[src/source/pipe_ctrl_pkg.sv]
// Pipeline control package
// Instruction encodings, field positions and the per-stage payload types
`default_nettype none

package pipe_ctrl_pkg;

  typedef logic [31:0] inst_t;
  typedef logic [4:0]  reg_addr_t;

  localparam reg_addr_t REG_ZERO = 5'd0;  // Never written

  // Control table flags
  localparam logic Y = 1'b1;
  localparam logic N = 1'b0;

  //------------------------------
  // Instruction fields
  //------------------------------
  localparam int OPC_MSB  = 31;
  localparam int OPC_LSB  = 26;
  localparam int RS_MSB   = 25;
  localparam int RS_LSB   = 21;
  localparam int RT_MSB   = 20;
  localparam int RT_LSB   = 16;
  localparam int RD_MSB   = 15;
  localparam int RD_LSB   = 11;
  localparam int FUNC_MSB = 5;
  localparam int FUNC_LSB = 0;

  localparam logic [5:0] OPC_SPECIAL = 6'h00;
  localparam logic [5:0] OPC_REGIMM  = 6'h01;  // bltz / bgez, picked by rt
  localparam logic [5:0] OPC_BEQ     = 6'h04;
  localparam logic [5:0] OPC_BNE     = 6'h05;
  localparam logic [5:0] OPC_BLEZ    = 6'h06;
  localparam logic [5:0] OPC_BGTZ    = 6'h07;
  localparam logic [5:0] OPC_ADDIU   = 6'h09;
  localparam logic [5:0] OPC_ANDI    = 6'h0c;
  localparam logic [5:0] OPC_ORI     = 6'h0d;
  localparam logic [5:0] OPC_LUI     = 6'h0f;
  localparam logic [5:0] OPC_LW      = 6'h23;
  localparam logic [5:0] OPC_SW      = 6'h2b;

  // Func codes under OPC_SPECIAL
  localparam logic [5:0] FUNC_ADDU = 6'h21;
  localparam logic [5:0] FUNC_SUBU = 6'h23;
  localparam logic [5:0] FUNC_AND  = 6'h24;
  localparam logic [5:0] FUNC_OR   = 6'h25;
  localparam logic [5:0] FUNC_XOR  = 6'h26;
  localparam logic [5:0] FUNC_NOR  = 6'h27;
  localparam logic [5:0] FUNC_SLT  = 6'h2a;
  localparam logic [5:0] FUNC_SLTU = 6'h2b;

  localparam reg_addr_t RT_BLTZ = 5'd0;
  localparam reg_addr_t RT_BGEZ = 5'd1;

  // Data memory request type
  localparam logic [2:0] MEM_REQ_READ  = 3'd0;
  localparam logic [2:0] MEM_REQ_WRITE = 3'd1;

  //------------------------------
  // Control encodings
  //------------------------------
  typedef enum logic [3:0] {
    ALU_ADD = 4'd0,
    ALU_SUB = 4'd1,
    ALU_AND = 4'd2,
    ALU_OR  = 4'd3,
    ALU_XOR = 4'd4,
    ALU_NOR = 4'd5,
    ALU_LTS = 4'd6,
    ALU_LTU = 4'd7,
    ALU_LUI = 4'd8
  } alu_fn_t;

  typedef enum logic [1:0] {OP1_REG, OP1_SIMM, OP1_ZIMM} op1_sel_t;

  typedef enum logic [2:0] {
    BR_NONE, BR_NE, BR_EQ, BR_GTZ, BR_LTZ, BR_GEZ, BR_LEZ
  } br_type_t;

  typedef enum logic [1:0] {MEM_NONE, MEM_LOAD, MEM_STORE} mem_type_t;
  typedef enum logic [1:0] {BYP_NONE, BYP_X, BYP_M} bypass_t;
  typedef enum logic       {PC_PLUS4, PC_BRANCH} pc_sel_t;

  //------------------------------
  // Stage payloads
  //------------------------------
  typedef struct packed {
    logic      inst_val;
    logic      rs_en;
    logic      rt_en;
    op1_sel_t  op1_sel;
    alu_fn_t   alu_fn;
    br_type_t  br_type;
    mem_type_t mem_type;
    logic      wb_from_mem;
    logic      rf_wen;
    reg_addr_t rf_waddr;
  } ctrl_word_t;

  typedef struct packed {
    alu_fn_t   alu_fn;
    br_type_t  br_type;
    mem_type_t mem_type;
    logic      wb_from_mem;
    logic      rf_wen;
    reg_addr_t rf_waddr;
  } x_payload_t;

  typedef struct packed {
    mem_type_t mem_type;
    logic      wb_from_mem;
    logic      rf_wen;
    reg_addr_t rf_waddr;
  } m_payload_t;

  typedef struct packed {
    logic      rf_wen;
    reg_addr_t rf_waddr;
  } w_payload_t;

  // F and D carry nothing of their own
  typedef struct packed {
    logic unused;
  } empty_payload_t;

endpackage

`default_nettype wire

[src/source/branch_resolve.sv]
// Branch resolution in X
// Evaluates the branch condition and selects the next PC
`default_nettype none

module branch_resolve (
  input  logic                    x_valid,
  input  pipe_ctrl_pkg::br_type_t br_type,
  input  logic                    cond_eq,
  input  logic                    cond_neg,
  input  logic                    cond_zero,
  output logic                    br_taken,
  output pipe_ctrl_pkg::pc_sel_t  pc_sel
);
  import pipe_ctrl_pkg::*;

  logic cond;

  always_comb begin
    case (br_type)
      BR_NE:   cond = !cond_eq;
      BR_EQ:   cond = cond_eq;
      BR_GTZ:  cond = !cond_zero && !cond_neg;
      BR_LTZ:  cond = cond_neg;
      BR_GEZ:  cond = cond_zero || !cond_neg;
      BR_LEZ:  cond = cond_zero || cond_neg;
      default: cond = 1'b0;  // Not a branch
    endcase
  end

  assign br_taken = x_valid && cond;
  assign pc_sel   = br_taken ? PC_BRANCH : PC_PLUS4;

endmodule

`default_nettype wire

[src/source/hazard_unit.sv]
// Data hazard unit
// Picks the rs/rt bypass source and stalls D when no bypass is possible
`default_nettype none

module hazard_unit (
  input  logic                     d_valid,
  input  pipe_ctrl_pkg::reg_addr_t rs,
  input  pipe_ctrl_pkg::reg_addr_t rt,
  input  logic                     rs_en,
  input  logic                     rt_en,
  input  logic                     x_val,
  input  logic                     x_rf_wen,
  input  pipe_ctrl_pkg::reg_addr_t x_waddr,
  input  logic                     x_is_load,
  input  logic                     m_val,
  input  logic                     m_rf_wen,
  input  pipe_ctrl_pkg::reg_addr_t m_waddr,
  input  logic                     w_val,
  input  logic                     w_rf_wen,
  input  pipe_ctrl_pkg::reg_addr_t w_waddr,
  output pipe_ctrl_pkg::bypass_t   bypass_rs,
  output pipe_ctrl_pkg::bypass_t   bypass_rt,
  output logic                     stall_hazard
);
  import pipe_ctrl_pkg::*;

  logic rs_x;
  logic rs_m;
  logic rs_w;
  logic rt_x;
  logic rt_m;
  logic rt_w;

  // Live writer targets this source, r0 excluded
  function automatic logic hit(input logic src_en, input logic wr_en,
                               input reg_addr_t waddr, input reg_addr_t src);
    return src_en && wr_en && (waddr == src) && (waddr != REG_ZERO);
  endfunction

  // Youngest writer wins
  function automatic bypass_t pick(input logic in_x, input logic in_m);
    if (in_x && !x_is_load) return BYP_X;
    if (!in_x && in_m) return BYP_M;
    return BYP_NONE;
  endfunction

  // Load in X has no data yet, W is not on a bypass path
  function automatic logic blocked(input logic in_x, input logic in_m, input logic in_w);
    return (in_x && x_is_load) || (!in_x && !in_m && in_w);
  endfunction

  assign rs_x = hit(d_valid && rs_en, x_val && x_rf_wen, x_waddr, rs);
  assign rs_m = hit(d_valid && rs_en, m_val && m_rf_wen, m_waddr, rs);
  assign rs_w = hit(d_valid && rs_en, w_val && w_rf_wen, w_waddr, rs);
  assign rt_x = hit(d_valid && rt_en, x_val && x_rf_wen, x_waddr, rt);
  assign rt_m = hit(d_valid && rt_en, m_val && m_rf_wen, m_waddr, rt);
  assign rt_w = hit(d_valid && rt_en, w_val && w_rf_wen, w_waddr, rt);

  assign bypass_rs    = pick(rs_x, rs_m);
  assign bypass_rt    = pick(rt_x, rt_m);
  assign stall_hazard = blocked(rs_x, rs_m, rs_w) || blocked(rt_x, rt_m, rt_w);

endmodule

`default_nettype wire

[src/source/inst_decoder.sv]
// Instruction decoder
// Table lookup from the D-stage instruction to its control word
`default_nettype none

module inst_decoder (
  input  pipe_ctrl_pkg::inst_t      inst,
  input  logic                      d_valid,
  output pipe_ctrl_pkg::ctrl_word_t ctrl
);
  import pipe_ctrl_pkg::*;

  logic [5:0] opcode;
  logic [5:0] func;
  reg_addr_t  rt;
  reg_addr_t  rd;

  assign opcode = inst[OPC_MSB:OPC_LSB];
  assign func   = inst[FUNC_MSB:FUNC_LSB];
  assign rt     = inst[RT_MSB:RT_LSB];
  assign rd     = inst[RD_MSB:RD_LSB];

  // One row of the control table
  function automatic ctrl_word_t cs(
    input logic      val,
    input logic      rs_en,
    input logic      rt_en,
    input op1_sel_t  op1_sel,
    input alu_fn_t   alu_fn,
    input br_type_t  br_type,
    input mem_type_t mem_type,
    input logic      wb_from_mem,
    input logic      rf_wen,
    input reg_addr_t rf_waddr
  );
    ctrl_word_t c;
    c.inst_val    = val;
    c.rs_en       = rs_en;
    c.rt_en       = rt_en;
    c.op1_sel     = op1_sel;
    c.alu_fn      = alu_fn;
    c.br_type     = br_type;
    c.mem_type    = mem_type;
    c.wb_from_mem = wb_from_mem;
    c.rf_wen      = rf_wen;
    c.rf_waddr    = rf_waddr;
    return c;
  endfunction

  always_comb begin
    // Unknown or empty slot does nothing
    ctrl = cs(N, N, N, OP1_REG, ALU_ADD, BR_NONE, MEM_NONE, N, N, REG_ZERO);
    if (d_valid) begin
      case (opcode)
        OPC_SPECIAL: begin
          //                 val rs rt op1      alu      br       mem       wbm wen wa
          case (func)
            FUNC_ADDU: ctrl = cs(Y, Y, Y, OP1_REG, ALU_ADD, BR_NONE, MEM_NONE, N, Y, rd);
            FUNC_SUBU: ctrl = cs(Y, Y, Y, OP1_REG, ALU_SUB, BR_NONE, MEM_NONE, N, Y, rd);
            FUNC_AND:  ctrl = cs(Y, Y, Y, OP1_REG, ALU_AND, BR_NONE, MEM_NONE, N, Y, rd);
            FUNC_OR:   ctrl = cs(Y, Y, Y, OP1_REG, ALU_OR,  BR_NONE, MEM_NONE, N, Y, rd);
            FUNC_XOR:  ctrl = cs(Y, Y, Y, OP1_REG, ALU_XOR, BR_NONE, MEM_NONE, N, Y, rd);
            FUNC_NOR:  ctrl = cs(Y, Y, Y, OP1_REG, ALU_NOR, BR_NONE, MEM_NONE, N, Y, rd);
            FUNC_SLT:  ctrl = cs(Y, Y, Y, OP1_REG, ALU_LTS, BR_NONE, MEM_NONE, N, Y, rd);
            FUNC_SLTU: ctrl = cs(Y, Y, Y, OP1_REG, ALU_LTU, BR_NONE, MEM_NONE, N, Y, rd);
            default: ;
          endcase
        end
        OPC_ADDIU: ctrl = cs(Y, Y, N, OP1_SIMM, ALU_ADD, BR_NONE, MEM_NONE, N, Y, rt);
        OPC_ORI:   ctrl = cs(Y, Y, N, OP1_ZIMM, ALU_OR,  BR_NONE, MEM_NONE, N, Y, rt);
        OPC_ANDI:  ctrl = cs(Y, Y, N, OP1_ZIMM, ALU_AND, BR_NONE, MEM_NONE, N, Y, rt);
        OPC_LUI:   ctrl = cs(Y, N, N, OP1_ZIMM, ALU_LUI, BR_NONE, MEM_NONE, N, Y, rt);
        OPC_LW:    ctrl = cs(Y, Y, N, OP1_SIMM, ALU_ADD, BR_NONE, MEM_LOAD, Y, Y, rt);
        OPC_SW:    ctrl = cs(Y, Y, Y, OP1_SIMM, ALU_ADD, BR_NONE, MEM_STORE, N, N, REG_ZERO);
        OPC_BNE:   ctrl = cs(Y, Y, Y, OP1_REG, ALU_SUB, BR_NE, MEM_NONE, N, N, REG_ZERO);
        OPC_BEQ:   ctrl = cs(Y, Y, Y, OP1_REG, ALU_SUB, BR_EQ, MEM_NONE, N, N, REG_ZERO);
        OPC_BGTZ:  ctrl = cs(Y, Y, N, OP1_REG, ALU_ADD, BR_GTZ, MEM_NONE, N, N, REG_ZERO);
        OPC_BLEZ:  ctrl = cs(Y, Y, N, OP1_REG, ALU_ADD, BR_LEZ, MEM_NONE, N, N, REG_ZERO);
        OPC_REGIMM: begin
          if (rt == RT_BLTZ) begin
            ctrl = cs(Y, Y, N, OP1_REG, ALU_ADD, BR_LTZ, MEM_NONE, N, N, REG_ZERO);
          end else if (rt == RT_BGEZ) begin
            ctrl = cs(Y, Y, N, OP1_REG, ALU_ADD, BR_GEZ, MEM_NONE, N, N, REG_ZERO);
          end
        end
        default: ;
      endcase
    end
  end

  // A store never writes the register file
  a_store_no_wen: assert final (!(ctrl.rf_wen && ctrl.mem_type == MEM_STORE));

endmodule

`default_nettype wire

[src/source/pipe_stage.sv]
// Pipeline stage control with valid bit and payload register
// Valid moves forward, stall and squash move backward
`default_nettype none

module pipe_stage #(
  parameter type payload_t = logic
) (
  input  logic     clk,
  input  logic     reset,
  input  logic     prev_val,      // From the earlier stage
  input  logic     prev_stall,    // From the later stage
  input  logic     prev_squash,   // From the later stage
  input  logic     stall_here,
  input  logic     squash_here,
  input  payload_t payload_in,
  output logic     reg_en,
  output logic     val,
  output payload_t payload_out,
  output logic     next_val,      // To the later stage
  output logic     next_stall,    // To the earlier stage
  output logic     next_squash    // To the earlier stage
);

  logic stall;

  // Own stall is dropped once the item here is squashed
  assign stall = prev_stall || (val && stall_here && !prev_squash);

  assign reg_en      = !stall;
  assign next_val    = val && !stall && !prev_squash;
  assign next_stall  = stall;
  assign next_squash = prev_squash || squash_here;

  always_ff @(posedge clk) begin
    if (reset) begin
      val <= 1'b0;
    end else if (reg_en) begin
      val <= prev_val;  // Bubble when the earlier stage holds
    end
  end

  always_ff @(posedge clk) begin
    if (reg_en) begin
      payload_out <= payload_in;
    end
  end

  a_next_val_needs_val: assert property (
    @(posedge clk) disable iff (reset) next_val |-> val
  );

endmodule

`default_nettype wire

[src/source/proc_ctrl.sv]
// Five-stage pipeline control with bypassing
// Sequences F/D/X/M/W, resolves hazards and drives the memory handshakes
`default_nettype none

module proc_ctrl (
  input  logic                     clk,
  input  logic                     reset,

  // Instruction memory
  output logic                     imemreq_val,
  input  logic                     imemreq_rdy,
  input  logic                     imemresp_val,
  output logic                     imemresp_rdy,
  output logic                     imemresp_drop,

  // Data memory
  output logic                     dmemreq_val,
  input  logic                     dmemreq_rdy,
  output logic [2:0]               dmemreq_type,
  input  logic                     dmemresp_val,
  output logic                     dmemresp_rdy,

  // Datapath controls
  output pipe_ctrl_pkg::pc_sel_t   pc_sel,
  output logic                     reg_en_f,
  output logic                     reg_en_d,
  output logic                     reg_en_x,
  output logic                     reg_en_m,
  output logic                     reg_en_w,
  output pipe_ctrl_pkg::op1_sel_t  op1_sel_d,
  output pipe_ctrl_pkg::alu_fn_t   alu_fn_x,
  output logic                     wb_from_mem_m,
  output logic                     rf_wen_w,
  output pipe_ctrl_pkg::reg_addr_t rf_waddr_w,
  output pipe_ctrl_pkg::bypass_t   bypass_rs,
  output pipe_ctrl_pkg::bypass_t   bypass_rt,

  // Datapath status
  input  pipe_ctrl_pkg::inst_t     inst_d,
  input  logic                     br_cond_eq_x,
  input  logic                     br_cond_neg_x,
  input  logic                     br_cond_zero_x
);
  import pipe_ctrl_pkg::*;

  ctrl_word_t ctrl_d;
  x_payload_t x_in;
  x_payload_t x_q;
  m_payload_t m_in;
  m_payload_t m_q;
  w_payload_t w_in;
  w_payload_t w_q;

  logic val_d;
  logic val_x;
  logic val_m;
  logic val_w;
  logic val_fd;
  logic val_dx;
  logic val_xm;
  logic val_mw;
  logic stall_pf;
  logic stall_fd;
  logic stall_dx;
  logic stall_xm;
  logic stall_mw;
  logic squash_fd;
  logic squash_dx;
  logic squash_xm;
  logic squash_mw;
  logic reg_en_f_stage;
  logic stall_imem_f;
  logic stall_hazard_d;
  logic dmem_op_x;
  logic dmem_op_m;
  logic br_taken_x;
  reg_addr_t rs_d;
  reg_addr_t rt_d;

  //------------------------------
  // F stage
  //------------------------------
  assign imemreq_val   = !stall_pf;
  assign imemresp_rdy  = !stall_fd;
  assign imemresp_drop = squash_fd && !stall_fd;  // Squashed fetch is thrown away
  assign stall_imem_f  = !imemresp_val && !imemresp_drop;
  assign reg_en_f      = reg_en_f_stage && imemreq_rdy;  // PC moves on accepted fetch

  pipe_stage #(.payload_t(empty_payload_t)) u_stage_f (
    .clk (clk), .reset (reset),
    .prev_val (imemreq_rdy), .prev_stall (stall_fd), .prev_squash (squash_fd),
    .stall_here (stall_imem_f), .squash_here (1'b0),
    .payload_in ('0), .payload_out (),
    .reg_en (reg_en_f_stage), .val (),
    .next_val (val_fd), .next_stall (stall_pf), .next_squash ()
  );

  //------------------------------
  // D stage
  //------------------------------
  assign rs_d = inst_d[RS_MSB:RS_LSB];
  assign rt_d = inst_d[RT_MSB:RT_LSB];

  inst_decoder u_decoder (.inst (inst_d), .d_valid (val_d), .ctrl (ctrl_d));

  hazard_unit u_hazard (
    .d_valid (val_d), .rs (rs_d), .rt (rt_d),
    .rs_en (ctrl_d.rs_en), .rt_en (ctrl_d.rt_en),
    .x_val (val_x), .x_rf_wen (x_q.rf_wen), .x_waddr (x_q.rf_waddr),
    .x_is_load (x_q.mem_type == MEM_LOAD),
    .m_val (val_m), .m_rf_wen (m_q.rf_wen), .m_waddr (m_q.rf_waddr),
    .w_val (val_w), .w_rf_wen (w_q.rf_wen), .w_waddr (w_q.rf_waddr),
    .bypass_rs (bypass_rs), .bypass_rt (bypass_rt), .stall_hazard (stall_hazard_d)
  );

  pipe_stage #(.payload_t(empty_payload_t)) u_stage_d (
    .clk (clk), .reset (reset),
    .prev_val (val_fd), .prev_stall (stall_dx), .prev_squash (squash_dx),
    .stall_here (stall_hazard_d), .squash_here (1'b0),
    .payload_in ('0), .payload_out (),
    .reg_en (reg_en_d), .val (val_d),
    .next_val (val_dx), .next_stall (stall_fd), .next_squash (squash_fd)
  );

  assign op1_sel_d = ctrl_d.op1_sel;
  assign x_in = '{alu_fn: ctrl_d.alu_fn, br_type: ctrl_d.br_type,
                  mem_type: ctrl_d.mem_type, wb_from_mem: ctrl_d.wb_from_mem,
                  rf_wen: ctrl_d.rf_wen, rf_waddr: ctrl_d.rf_waddr};

  //------------------------------
  // X stage
  //------------------------------
  branch_resolve u_branch (
    .x_valid (val_x), .br_type (x_q.br_type),
    .cond_eq (br_cond_eq_x), .cond_neg (br_cond_neg_x), .cond_zero (br_cond_zero_x),
    .br_taken (br_taken_x), .pc_sel (pc_sel)
  );

  assign dmem_op_x    = val_x && (x_q.mem_type != MEM_NONE);
  assign dmemreq_val  = dmem_op_x && !stall_xm;
  assign dmemreq_type = (x_q.mem_type == MEM_STORE) ? MEM_REQ_WRITE : MEM_REQ_READ;

  pipe_stage #(.payload_t(x_payload_t)) u_stage_x (
    .clk (clk), .reset (reset),
    .prev_val (val_dx), .prev_stall (stall_xm), .prev_squash (squash_xm),
    .stall_here (dmem_op_x && !dmemreq_rdy), .squash_here (br_taken_x),
    .payload_in (x_in), .payload_out (x_q),
    .reg_en (reg_en_x), .val (val_x),
    .next_val (val_xm), .next_stall (stall_dx), .next_squash (squash_dx)
  );

  assign alu_fn_x = x_q.alu_fn;
  assign m_in = '{mem_type: x_q.mem_type, wb_from_mem: x_q.wb_from_mem,
                  rf_wen: x_q.rf_wen, rf_waddr: x_q.rf_waddr};

  //------------------------------
  // M and W stages
  //------------------------------
  assign dmem_op_m    = val_m && (m_q.mem_type != MEM_NONE);
  assign dmemresp_rdy = dmem_op_m && !stall_mw;

  pipe_stage #(.payload_t(m_payload_t)) u_stage_m (
    .clk (clk), .reset (reset),
    .prev_val (val_xm), .prev_stall (stall_mw), .prev_squash (squash_mw),
    .stall_here (dmem_op_m && !dmemresp_val), .squash_here (1'b0),
    .payload_in (m_in), .payload_out (m_q),
    .reg_en (reg_en_m), .val (val_m),
    .next_val (val_mw), .next_stall (stall_xm), .next_squash (squash_xm)
  );

  assign wb_from_mem_m = m_q.wb_from_mem;
  assign w_in = '{rf_wen: m_q.rf_wen, rf_waddr: m_q.rf_waddr};

  pipe_stage #(.payload_t(w_payload_t)) u_stage_w (
    .clk (clk), .reset (reset),
    .prev_val (val_mw), .prev_stall (1'b0), .prev_squash (1'b0),
    .stall_here (1'b0), .squash_here (1'b0),
    .payload_in (w_in), .payload_out (w_q),
    .reg_en (reg_en_w), .val (val_w),
    .next_val (), .next_stall (stall_mw), .next_squash (squash_mw)
  );

  assign rf_wen_w   = val_w && w_q.rf_wen;
  assign rf_waddr_w = w_q.rf_waddr;

  a_dmemreq_from_valid_x: assert property (
    @(posedge clk) disable iff (reset) dmemreq_val |-> val_x
  );

  a_drop_not_stalled: assert property (
    @(posedge clk) disable iff (reset) imemresp_drop |-> !stall_fd
  );

endmodule

`default_nettype wire

[config.mk]
export PLATFORM = sky130hd
export DESIGN_NAME = proc_ctrl
export DESIGN_NICKNAME = d
export VERILOG_FILES = /design/src/source/pipe_ctrl_pkg.sv /design/src/source/branch_resolve.sv /design/src/source/hazard_unit.sv /design/src/source/inst_decoder.sv /design/src/source/pipe_stage.sv /design/src/source/proc_ctrl.sv
export SDC_FILE = /design/constraint.sdc
export NUM_CORES = 1
export LEC_CHECK = 0
export ABC_AREA = 1
export BUFFER_PORTS_ARGS = -buffer_cell sky130_fd_sc_hd__buf_2
export CAP_MARGIN = 20
export CORE_MARGIN = 4
export CORE_UTILIZATION = 55
export CTS_BUF_LIST = sky130_fd_sc_hd__clkbuf_8
export CTS_CLUSTER_DIAMETER = 150
export DETAILED_ROUTE_END_ITERATION = 6
export PLACE_DENSITY = 0.88
export SETUP_SLACK_MARGIN = 0.5
export SLEW_MARGIN = 40
export SYNTH_ARGS = -nofsm -noshare
export SYNTH_HDL_FRONTEND = slang
export SYNTH_HIERARCHICAL = 1
export SYNTH_SLANG_ARGS = --single-unit
export TNS_END_PERCENT = 50
[constraint.sdc]
create_clock -name clk -period 3.85 [get_ports clk]
set_input_delay 0.5775 -clock clk [delete_from_list [all_inputs] [get_ports clk]]
set_output_delay 0.5775 -clock clk [all_outputs]
set_load 0.01 [all_outputs]
Yosys cells after proc, flatten, opt, wreduce, memory -nomap -nowiden
Index checks and enable logic that the tools add are counted. W data, S select, Z words.

Bits in writable memories: 0. Flip-flop bits (word level): 36. Bits in latches: 0. Input port bits: 41. Memory bits (read-only): 0. Logic and storage cells: 160. Memories: 0.

Mux-type cells: 22. Equality and inequality tests: 34. Bitwise operators: 0. Add/sub/neg operators: 0. Divide/modulo/power cells: 0. Reduce and logical (&&, ||, !) cells: 87. Multipliers: 0. Order comparisons: 0. Shifts and indexed selects: 0.

Operator list (number): $pmux W20 S12 (1); $pmux W20 S8 (1); $eq A6 B6 Y1 const B (10); $mux W20 (3); $logic_and A1 B1 Y1 (55); $eq A5 B5 Y1 (6); $eq A6 B3 Y1 const B (4); $eq A6 B4 Y1 const B (4); $logic_not A1 Y1 (17); $mux W2 (8); $reduce_bool A5 Y1 (3); $eq A3 B3 Y1 const B (3); $logic_or A1 B1 Y1 (8); $mux W1 (8); $eq A3 B2 Y1 const B (2); $eq A6 B1 Y1 const B (1); $logic_not A6 Y1 (1); $pmux W1 S6 (1); $eq A5 B1 Y1 const B (1); $logic_not A5 Y1 (1); $reduce_bool A2 Y1 (2); $eq A3 B1 Y1 const B (1); $eq A2 B1 Y1 const B (1); $eq A2 B2 Y1 const B (1).

Logic depth before layout (Yosys ltp)
Gate-level depths: netlist of run 1.

Word-level depth: 27. Mapped depth: 26.

Hierarchy
Netlist of run 1, hierarchy kept.

Modules (own cells, without submodules): hazard_unit (times used 1, area an instance 686.9 sq um, cells each 157); pipe_stage at u_stage_x (times used 1, area an instance 573.0 sq um, cells each 31); inst_decoder (times used 1, area an instance 520.5 sq um, cells each 103); pipe_stage at u_stage_m (times used 1, area an instance 362.8 sq um, cells each 24); pipe_stage at u_stage_w (times used 1, area an instance 272.8 sq um, cells each 21); pipe_stage at u_stage_d ... (times used 2, area an instance 122.6 sq um, cells each 16); proc_ctrl (times used 1, area an instance 102.6 sq um, cells each 24); branch_resolve (times used 1, area an instance 77.6 sq um, cells each 16).

Worst setup path after synthesis of run 1
No wires, ideal clock.

Path type: input to output. Start: in inst_d[31]. End: out reg_en_f. Buffers on the path: 0. Required time: 3.273 ns. Arrival time: 2.652 ns. Slack: 0.620 ns. Cell stages on the path: 21. Cell sequence: nor2_4 > nand3_1 > inv_1 > nand2_1 > a31oi_1 > nand2_1 > nor2_1 > nand3_1 > nor2_1 > nand3_1 > nand2_1 > nand2_1 > nand3_2 > nand2_2 > nor2_1 > nor2_1 > nand3_2 > nand2_2 > inv_2 > nand2_1 > inv_1.

RTL lines: from (decl) (RTL line proc_ctrl.sv:39) `input pipe_ctrl_pkg::inst_t inst_d,`; to (decl) (RTL line proc_ctrl.sv:25) `output logic reg_en_f,`.

==> impl_metrics.json, run 1 <==
{
  "run_status": "finished, final reports clean",
  "dr_total_vias": 3028,
  "areaGrowthSynthToFinish_pct": 32.5,
  "rsz0062_at_grt": "yes",
  "cp_cell_sequence": "buf_2 > nand2_1 > inv_1 > nand2_1 > nand2_1 > nor2_1 > a21oi_1 > nand2_1 > inv_2 > nand2_1 > nor2_1 > nand2_1 > nor2_2 > nand2_2 > buf_4 > buf_4 > buf_4 > buf_4 > buf_4 > buf_4 > inv_1 > buf_2",
  "wl_mm": 8.56,
  "grt_pass1_vias": 2838,
  "tns_ns": 0,
  "syn-cell-area_mm2": 0.00275,
  "drtPass1Iterations": 5,
  "rr_worst_depth": 22,
  "start_util": 0.574,
  "critPathSlowestCell": "buf_2",
  "clock_sinks": 36,
  "yosysWarnings": 6,
  "cp.arrival_ns": 2.98,
  "layout-drive-gt1-share": 0.352,
  "max_stage_delay_ns": 0.15,
  "holdPathEnd": "u_stage_m/payload_out[6]",
  "cp_max_fo": 5,
  "cp_num_cells": 22,
  "globalRouteOverflowTotal": 0,
  "hold_start": "u_stage_x/payload_out[6]",
  "die_h_um": 78.7,
  "ir_drop_mv": 0.167,
  "power_w": 0.000959,
  "worst-setup-path-type": "in -> out",
  "io_buffers": 63,
  "maxCapViolations": 0,
  "syn_inst": 399,
  "hold_viol_final": 0,
  "finalCritPeriodShare": 0.924,
  "vias_per_cell": 5.34,
  "clock_path_buffers": 2,
  "holdCritPathClass": "reg -> reg",
  "remaining_drc_errors": 0,
  "ff2ff_setup_slack_ns": 1.14,
  "first_iter_violations": 289,
  "powerDensity_mw_per_mm2": 263,
  "drtAntennaViolNets": 0,
  "hpwl_mm": 5.18,
  "grt_pass1_wl_mm": 12.2,
  "whs_path_depth": 0,
  "wire_per_inst_um": 15.1,
  "period_needed_ns": 3.56,
  "cts_buffers": 5,
  "max_freq_ghz": 0.281,
  "place_congestion": 0.883,
  "nNetsFinal": 540,
  "rr_startpoint": "u_stage_d/val",
  "root_buffer": "clkbuf_8",
  "fp.dieW_um": 78.7,
  "antenna_found_initial": 0,
  "clock_skew_ns": 0.00527,
  "critPathCaptureType": "primary output",
  "num_rows": 25,
  "antenna_cells": 0,
  "postLayoutCoreUtil": 0.761,
  "cp.required_ns": 3.27,
  "io_pins": 72,
  "grt.total_usage": 0.248,
  "setup_viol": 0,
  "avgSynthCellArea_um2": 6.89,
  "drv_slew": 0,
  "dieArea_mm2": 0.00619,
  "grt_max_degree": 18,
  "cts_tree": "yes",
  "h-tree-depth": 2,
  "leakage_nw": 1.83,
  "clk_latency_ns": 0.30,
  "setup.worst_path.start_class": "primary input",
  "path_buf_inv": 11,
  "clkTransAtPathRegs_ns": 0.08,
  "critPathTopFamily": "buffers and inverters",
  "worstReg2RegEnd": "u_stage_d/val",
  "core_area_mm2": 0.00479,
  "fillers": 346
}
## worst max-delay path by stage
stage | to | startpoint | slack (ns)
after floorplan | reg_en_f | inst_d[31] | 0.64
after global placement | reg_en_f | inst_d[31] | 0.20
after detailed placement | reg_en_f | inst_d[31] | 0.14
after CTS | reg_en_f | inst_d[30] | 0.45
after global routing | bypass_rs[1] | inst_d[27] | 0.19
final | bypass_rs[1] | inst_d[27] | 0.29
## sequential cells by signal, indices dropped and copies added, names as in the netlist
name,cells
u_stage_w/val,1
u_stage_m/payload_out,9
u_stage_x/val,1
u_stage_x/payload_out,16
u_stage_f/val,1
u_stage_w/payload_out,6
u_stage_m/val,1
u_stage_d/val,1
## cell usage in the layout, fill, tap and decap left out, drive strengths merged
cell and count:
nand2 119, dfxtp 5, clkbuf 7, inv 79, nand3b 1, nand3 38
or2 5, a22oi 1, nor2 66, xnor2 10, o21ai 8, nor3 6
edfxtp 31, a31oi 2, buf 89, clkinvlp 2, nand4 3, conb 9
a21oi 16, clkinv 2, o2111ai 1
## power by group
part | switching (W) | internal, W | total [W]
Sequential | 0.0000180 | 0.000444 | 0.000462
Clock | 0.000151 | 0.000145 | 0.000296
Combinational | 0.000126 | 0.0000750 | 0.000201
Total | 0.000295 | 0.000664 | 0.000959
## worst reg2reg max path, cell delays in order (launching register included)
cell      delay (ns)
dfxtp_1         0.36
clkinv_1        0.29
a21oi_1         0.24
nand2_1         0.12
inv_2           0.10
nand2_1         0.08
nor2_1          0.12
nand2_1         0.08
nor2_2          0.10
nand2_2         0.07
nand3_2         0.06
nand2_2         0.07
nand3_4         0.08
nand2_4         0.06
buf_4           0.15
inv_2           0.08
nand2_2         0.09
buf_4           0.15
nor2_2          0.10
inv_1           0.07
nand3_2         0.08
nand2_1         0.05
inv_1           0.06
## stage by stage
step / std cells / setup slack, ns / hold WS, ns / cell area, um2
global placement: 535 / 0.205 / 0.401 / 3170
floorplan: 407 / 0.638 / 0.400 / 2780
detailed placement: 535 / 0.142 / 0.407 / 3170
finish: 567 / 0.292 / 0.423 / 3640
global route: 567 / 0.193 / 0.441 / 3640
CTS: 561 / 0.451 / 0.426 / 3490
## final cells by class
cell class / count / area [um2] / area share
inverters: 81 / 309 / 0.0848
well taps: 67 / 83.8 / 0.0230
clock buffers: 6 / 82.6 / 0.0227
flip-flops and latches: 36 / 1030 / 0.283
multi-input cells: 285 / 1560 / 0.429
repair buffers: 90 / 559 / 0.154
clock inverters: 2 / 15.0 / 0.00412
## metal layers
metal / routed length, um / track usage
met5: 0 / 0
met4: 461 / 0.0997
met3: 681 / 0.0544
met2: 4370 / 0.457
met1: 3040 / 0.273
## repair_timing
item / 4_1_cts / 5_1_grt
hold buffers: 0 / 0
gates cloned: 0 / 0
gates resized for setup: 22 / 23
endpoints found under the setup margin: 2 / 5
hold endpoints to repair: 0 / 0
setup buffers: 18 / 6
pin swaps: 25 / 19
No activity file was read; power rests on OpenSTA's default activity.
==> run 2, diff against run 1 <==
--- a/config.mk
+++ b/config.mk
@@ -9,11 +9,10 @@
 export BUFFER_PORTS_ARGS = -buffer_cell sky130_fd_sc_hd__buf_2
 export CAP_MARGIN = 20
 export CORE_MARGIN = 4
-export CORE_UTILIZATION = 55
-export CTS_BUF_LIST = sky130_fd_sc_hd__clkbuf_8
+export CORE_UTILIZATION = 54
 export CTS_CLUSTER_DIAMETER = 150
 export DETAILED_ROUTE_END_ITERATION = 6
-export PLACE_DENSITY = 0.88
+export PLACE_DENSITY = 0.87
 export SETUP_SLACK_MARGIN = 0.5
 export SLEW_MARGIN = 40
 export SYNTH_ARGS = -nofsm -noshare
==> run 2 against run 1 <==
Against the previous run:
- worst hold slack lost 0.00086 ns
- critical endpoint is now reg_en_f
- worst setup slack gained 0.053 ns
- sequential cell count is the same
- via count shrank 2.7%
- clock skew shrank 0.0013 ns
- critical path depth grew 2
- global-route usage shrank 0.30 points
- wire length shrank 11%
- first-iteration DRC count shrank 24%
- combinational power shrank 3%
==> impl_metrics.json, run 2 (synthesis results as in run 1) <==
{
  "dieArea_mm2": 0.00630,
  "drtAntennaViolNets": 0,
  "antenna_found_initial": 0,
  "p_switching_w": 0.000272,
  "p_comb_frac": 0.212,
  "cp_cell_sequence": "buf_6 > nor2_4 > nand3_4 > inv_2 > nand2_1 > a31oi_4 > nand2_2 > a21oi_2 > nand3_1 > nor2_1 > nand2_1 > nand2_1 > nand2_1 > nand2_2 > nand3_2 > nand2_2 > nor2_2 > nor2_1 > nand3_2 > nand2_2 > inv_2 > nand2_1 > inv_1 > buf_2",
  "ff2ff_setup_slack_ns": 1.15,
  "dr_total_vias": 2945,
  "clkTransAtPathRegs_ns": 0.07,
  "powerDensity_mw_per_mm2": 257,
  "cts_buffers": 5,
  "num_rows": 25,
  "die_h_um": 79.3,
  "cp.required_ns": 3.27,
  "globalRouteOverflowTotal": 0,
  "clk_latency_ns": 0.28,
  "power_frac_seq": 0.503,
  "reg_top3": "u_stage_x/payload_out x16, u_stage_m/payload_out x9, u_stage_w/payload_out x6",
  "hold_viol_final": 0,
  "largest_reg_flops": 16,
  "critPathCaptureType": "primary output",
  "crit_top_cell": "nand2_1",
  "setup_viol": 0,
  "layout-drive-gt1-share": 0.345,
  "drv_slew": 0,
  "wire_per_inst_um": 13.5,
  "postCtsHoldBufs": 0,
  "drtPass1Iterations": 5,
  "grt_pass1_vias": 2833,
  "h-tree-depth": 2,
  "rsz0062_at_grt": "yes",
  "grt.total_usage": 0.245,
  "worst-setup-path-type": "in -> out",
  "clock_skew_ns": 0.00393,
  "p_clk_frac": 0.285,
  "holdPathEnd": "u_stage_m/payload_out[6]",
  "clock_sinks": 36,
  "start_util": 0.571,
  "clock_path_buffers": 2,
  "setup.worst_path.start_class": "primary input",
  "root_buffer": "clkbuf_8",
  "swShare": 0.297,
  "grt_pass1_wl_mm": 12.2,
  "maxCapViolations": 0,
  "post_dp_cell_area_mm2": 0.00317,
  "place_congestion": 0.885,
  "whs_path_depth": 0,
  "max_freq_ghz": 0.285,
  "period_needed_ns": 3.51,
  "critPathSlowestCell": "nor2_4",
  "leakage_nw": 1.79,
  "hpwl_mm": 5.17,
  "wl_mm": 7.61,
  "grt_max_degree": 18,
  "worstReg2RegEnd": "u_stage_d/val",
  "nNetsFinal": 536,
  "areaGrowthSynthToFinish_pct": 29.7,
  "io_pins": 72,
  "cp.arrival_ns": 2.93,
  "final_common_cell": "nand2_1",
  "tns_ns": 0,
  "power.internal_w": 0.000645,
  "run_status": "finished, final reports clean",
  "antenna_cells": 0,
  "finalCritPeriodShare": 0.911,
  "holdCritPathClass": "reg -> reg",
  "fp.dieW_um": 79.3,
  "cp_max_fo": 4,
  "rr_worst_depth": 21,
  "vias_per_cell": 5.23,
  "final_cell_mix": "nand2_1, inv_1, buf_2",
  "first_iter_violations": 221,
  "max_stage_delay_ns": 0.19,
  "ir_drop_mv": 0.148,
  "io_buffers": 63,
  "hold_start": "u_stage_x/payload_out[6]",
  "top_register": "u_stage_x/payload_out",
  "remaining_drc_errors": 0,
  "cts_tree": "yes",
  "rr_startpoint": "u_stage_d/val",
  "core_area_mm2": 0.00482,
  "design_area_mm2": 0.00357
}
-- run 2: cell count changes in the layout (fill, tap and decap cells not counted), moves of 2 or more --
cell,delta
clkinvlp_4,-2
clkinv_2,+2
buf_4,-4
clkbuf_1,+2
buf_6,+3
-- run 2: cell type report --
type / count / area [um2]
fillers: 374 / 1250
inverters: 81 / 305
clock buffers: 7 / 76.3
well taps: 67 / 83.8
flip-flops and latches: 36 / 1030
clock inverters: 1 / 5.00
repair buffers: 86 / 520
multi-input cells: 285 / 1540
-- run 2: repair_timing --
action / CTS / global route
cloned: 0 / 0
buffers inserted: 16 / 4
resized for setup: 35 / 7
endpoints found under the setup margin: 5 / 5
hold endpoints to repair: 0 / 0
pin swaps: 34 / 15
-- run 2: power groups by stage --
| stage | Sequential, W | Clock, W | Combinational (W) |
|---|---|---|---|
| 4_1_cts | 0.000461 | 0.000262 | 0.000185 |
| 3_3_place_gp | 0.000468 | 0 | 0.000160 |
| 5_1_grt | 0.000464 | 0.000285 | 0.000214 |
| 2_1_floorplan | 0.000469 | 0 | 0.000103 |
| 6_report | 0.000461 | 0.000262 | 0.000194 |
| 3_5_place_dp | 0.000470 | 0 | 0.000164 |
-- run 2: routing by layer --
layer  vias to the layer above  GRT usage  share of wire
met1                      1351      0.267           0.38
li1                       1419          -              -
met3                        32     0.0454          0.067
met2                       143      0.449           0.51
met5                         -          0              0
met4                         0      0.122          0.040
-- run 2: critical path, delay by kind of cell --
family	cells	cell delay [ns]
AOI/OAI and AO/OA	2	0.29
and+or+nand+nor	17	1.67
buffers and inverters	5	0.37
-- run 2: how the worst max path moves through the flow --
stage                    end        from  slack (ns)  depth (start not counted)
floorplan           reg_en_f  inst_d[31]        0.64                         21
global placement    reg_en_f  inst_d[31]        0.28                         24
detailed placement  reg_en_f  inst_d[31]        0.19                         24
CTS                 reg_en_f  inst_d[30]        0.45                         25
global route        reg_en_f  inst_d[31]        0.18                         25
finish              reg_en_f  inst_d[31]        0.34                         24
-- run 2: metrics by stage --
step                hold WS [ns]  instances  utilization  total power, W  setup WS (ns)
floorplan                  0.400        407            -        0.000572          0.638
global placement           0.404        535        0.657        0.000628          0.282
detailed placement         0.407        535        0.657        0.000634          0.192
CTS                        0.424        559        0.728        0.000909          0.455
global route               0.440        563        0.740        0.000963          0.179
finish                     0.422        563        0.740        0.000917          0.344
==> run 3, diff against run 2 <==
--- a/config.mk
+++ b/config.mk
@@ -5,14 +5,14 @@
 export SDC_FILE = /design/constraint.sdc
 export NUM_CORES = 1
 export LEC_CHECK = 0
-export ABC_AREA = 1
 export BUFFER_PORTS_ARGS = -buffer_cell sky130_fd_sc_hd__buf_2
 export CAP_MARGIN = 20
 export CORE_MARGIN = 4
-export CORE_UTILIZATION = 54
+export CORE_UTILIZATION = 52
 export CTS_CLUSTER_DIAMETER = 150
 export DETAILED_ROUTE_END_ITERATION = 6
-export PLACE_DENSITY = 0.87
+export PLACE_DENSITY = 0.86
+export RECOVER_POWER = 100
 export SETUP_SLACK_MARGIN = 0.5
 export SLEW_MARGIN = 40
 export SYNTH_ARGS = -nofsm -noshare
==> run 3 against run 2 <==
Against the previous run:
- the run now ends with setup timing left
- worst setup slack got worse by 1.0 ns
- utilization increased by 1.5 points
- power decreased by 5.4%
- worst hold slack improved by 0.045 ns
- global-route usage decreased by 2.3 points
==> impl_metrics.json, run 3 <==
{
  "period_needed_ns": 4.54,
  "syn-cell-area_mm2": 0.00240,
  "drv_slew": 0,
  "leakage_nw": 1.33,
  "worst-setup-path-type": "in -> out",
  "clkTransAtPathRegs_ns": 0.07,
  "violations": "setup timing",
  "hold_viol_final": 0,
  "areaGrowthSynthToFinish_pct": 38.7,
  "nNetsFinal": 408,
  "grt_pass1_vias": 2257,
  "max_freq_ghz": 0.220,
  "drtPass1Iterations": 4,
  "postCtsHoldBufs": 0,
  "dp.cells": 394,
  "postLayoutCoreUtil": 0.755,
  "ff2ff_setup_slack_ns": 0.55,
  "cp.required_ns": 3.27,
  "io_pins": 72,
  "p_clk_frac": 0.293,
  "top_register": "u_stage_x/payload_out",
  "power_frac_seq": 0.520,
  "final_cells": 420,
  "clock_skew_ns": 0.00369,
  "drtAntennaViolNets": 0,
  "run_status": "finished with violations",
  "hpwl_mm": 4.94,
  "cts_buffers": 5,
  "antenna_cells": 0,
  "wl_mm": 6.77,
  "grt.total_usage": 0.221,
  "antenna_found_initial": 0,
  "setup.worst_path.start_class": "primary input",
  "dr_total_vias": 2369,
  "setup_slack_ns": -0.688,
  "cp_max_fo": 2,
  "remaining_drc_errors": 0,
  "p_switching_w": 0.000221,
  "wire_per_inst_um": 16.1,
  "power.internal_w": 0.000646,
  "grt_pass1_wl_mm": 10.4,
  "start_util": 0.545,
  "dieArea_mm2": 0.00577,
  "fillers": 304,
  "vias_per_cell": 5.64,
  "layout-drive-gt1-share": 0.361,
  "post_dp_cell_area_mm2": 0.00302,
  "core_area_mm2": 0.00441,
  "grt_max_degree": 18,
  "design_area_mm2": 0.00333,
  "cts_tree": "yes",
  "syn_inst": 245,
  "setup_viol": 6,
  "clock_path_buffers": 2,
  "reg_top3": "u_stage_x/payload_out x16, u_stage_m/payload_out x9, u_stage_w/payload_out x6",
  "ir_drop_mv": 0.153,
  "final_cell_mix": "buf_2, buf_4, edfxtp_1",
  "largest_reg_flops": 16,
  "final_common_cell": "buf_2",
  "powerDensity_mw_per_mm2": 260,
  "power_w": 0.000868,
  "cp.arrival_ns": 3.96,
  "relSlewSlack": 0.387,
  "tightestPinTransition_ns": 0.920,
  "rsz0062_at_grt": "yes",
  "clock_sinks": 36,
  "multi_input_area_mm2": 0.00137,
  "h-tree-depth": 2,
  "first_iter_violations": 174,
  "yosysWarnings": 6,
  "maxCapViolations": 0,
  "globalRouteOverflowTotal": 0,
  "root_buffer": "clkbuf_8",
  "num_rows": 24,
  "die_h_um": 76.0,
  "avgSynthCellArea_um2": 9.81,
  "clk_latency_ns": 0.29,
  "place_congestion": 0.815,
  "io_buffers": 63,
  "holdCritPathClass": "reg -> reg",
  "regArea_mm2": 0.00103,
  "p_comb_frac": 0.186,
  "finalCritPeriodShare": 1.18,
  "critPathCaptureType": "primary output",
  "fp.dieW_um": 76.0,
  "swShare": 0.255
}
==> run 3: final cells by class <==
cell class	instances	share of cell area
Tap cell	52	0.0195
Inverter	10	0.0120
Clock buffer	7	0.0229
Sequential cell	36	0.309
Clock inverter	1	0.00113
Timing Repair Buffer	115	0.225
Multi-Input combinational cell	199	0.410
==> run 3: critical path, stage by stage <==
cell	delay [ns]
buf_6	0.09
or4_4	0.56
buf_6	0.14
or4_4	0.44
a31oi_4	0.19
nand2_2	0.08
or4_4	0.48
and4b_1	0.20
a211o_1	0.25
nand3b_1	0.11
nand2b_1	0.10
nor2b_2	0.17
nor2_2	0.06
nand3b_1	0.13
and2b_2	0.15
and2_4	0.13
buf_6	0.09
==> run 3: final timing paths <==
path | start | endpoint | depth (start not counted)
worst max register to register | u_stage_d/val | u_stage_d/val | 15
worst max-delay path | inst_d[31] | reg_en_f | 17
worst min-delay path | u_stage_x/payload_out[6] | u_stage_m/payload_out[6] | 0
worst min register to register | u_stage_x/payload_out[6] | u_stage_m/payload_out[6] | 0
==> run 3: power by group through the flow <==
stage	sequential, W	clock [W]	combinational [W]
after CTS	0.000451	0.000259	0.000150
after global placement	0.000458	0	0.000135
after global routing	0.000453	0.000276	0.000175
after detailed placement	0.000460	0	0.000140
final	0.000452	0.000254	0.000162
after floorplan	0.000459	0	0.0000759
==> run 3: routing by layer <==
metal | up-vias | GRT usage | part of all wire
met5 | - | 0 | 0
met2 | 106 | 0.403 | 0.53
met1 | 1131 | 0.252 | 0.38
met4 | 0 | 0.0694 | 0.015
met3 | 11 | 0.0520 | 0.074
li1 | 1121 | - | -
==> run 3: metrics by stage <==
stage	hold slack (ns)	worst slack, ns	setup TNS [ns]
3_5_place_dp	0.452	-0.664	-2.45
6_report	0.468	-0.688	-2.87
2_1_floorplan	0.400	-0.466	-0.832
5_1_grt	0.473	-0.774	-3.40
4_1_cts	0.468	-0.625	-2.34
3_3_place_gp	0.420	-0.551	-1.81
==> run 3: repair_timing <==
item                       in CTS  in global routing
pin swaps                      11                  6
buffers inserted                9                  9
setup endpoints to repair      12                 12
gates resized for setup        13                 12
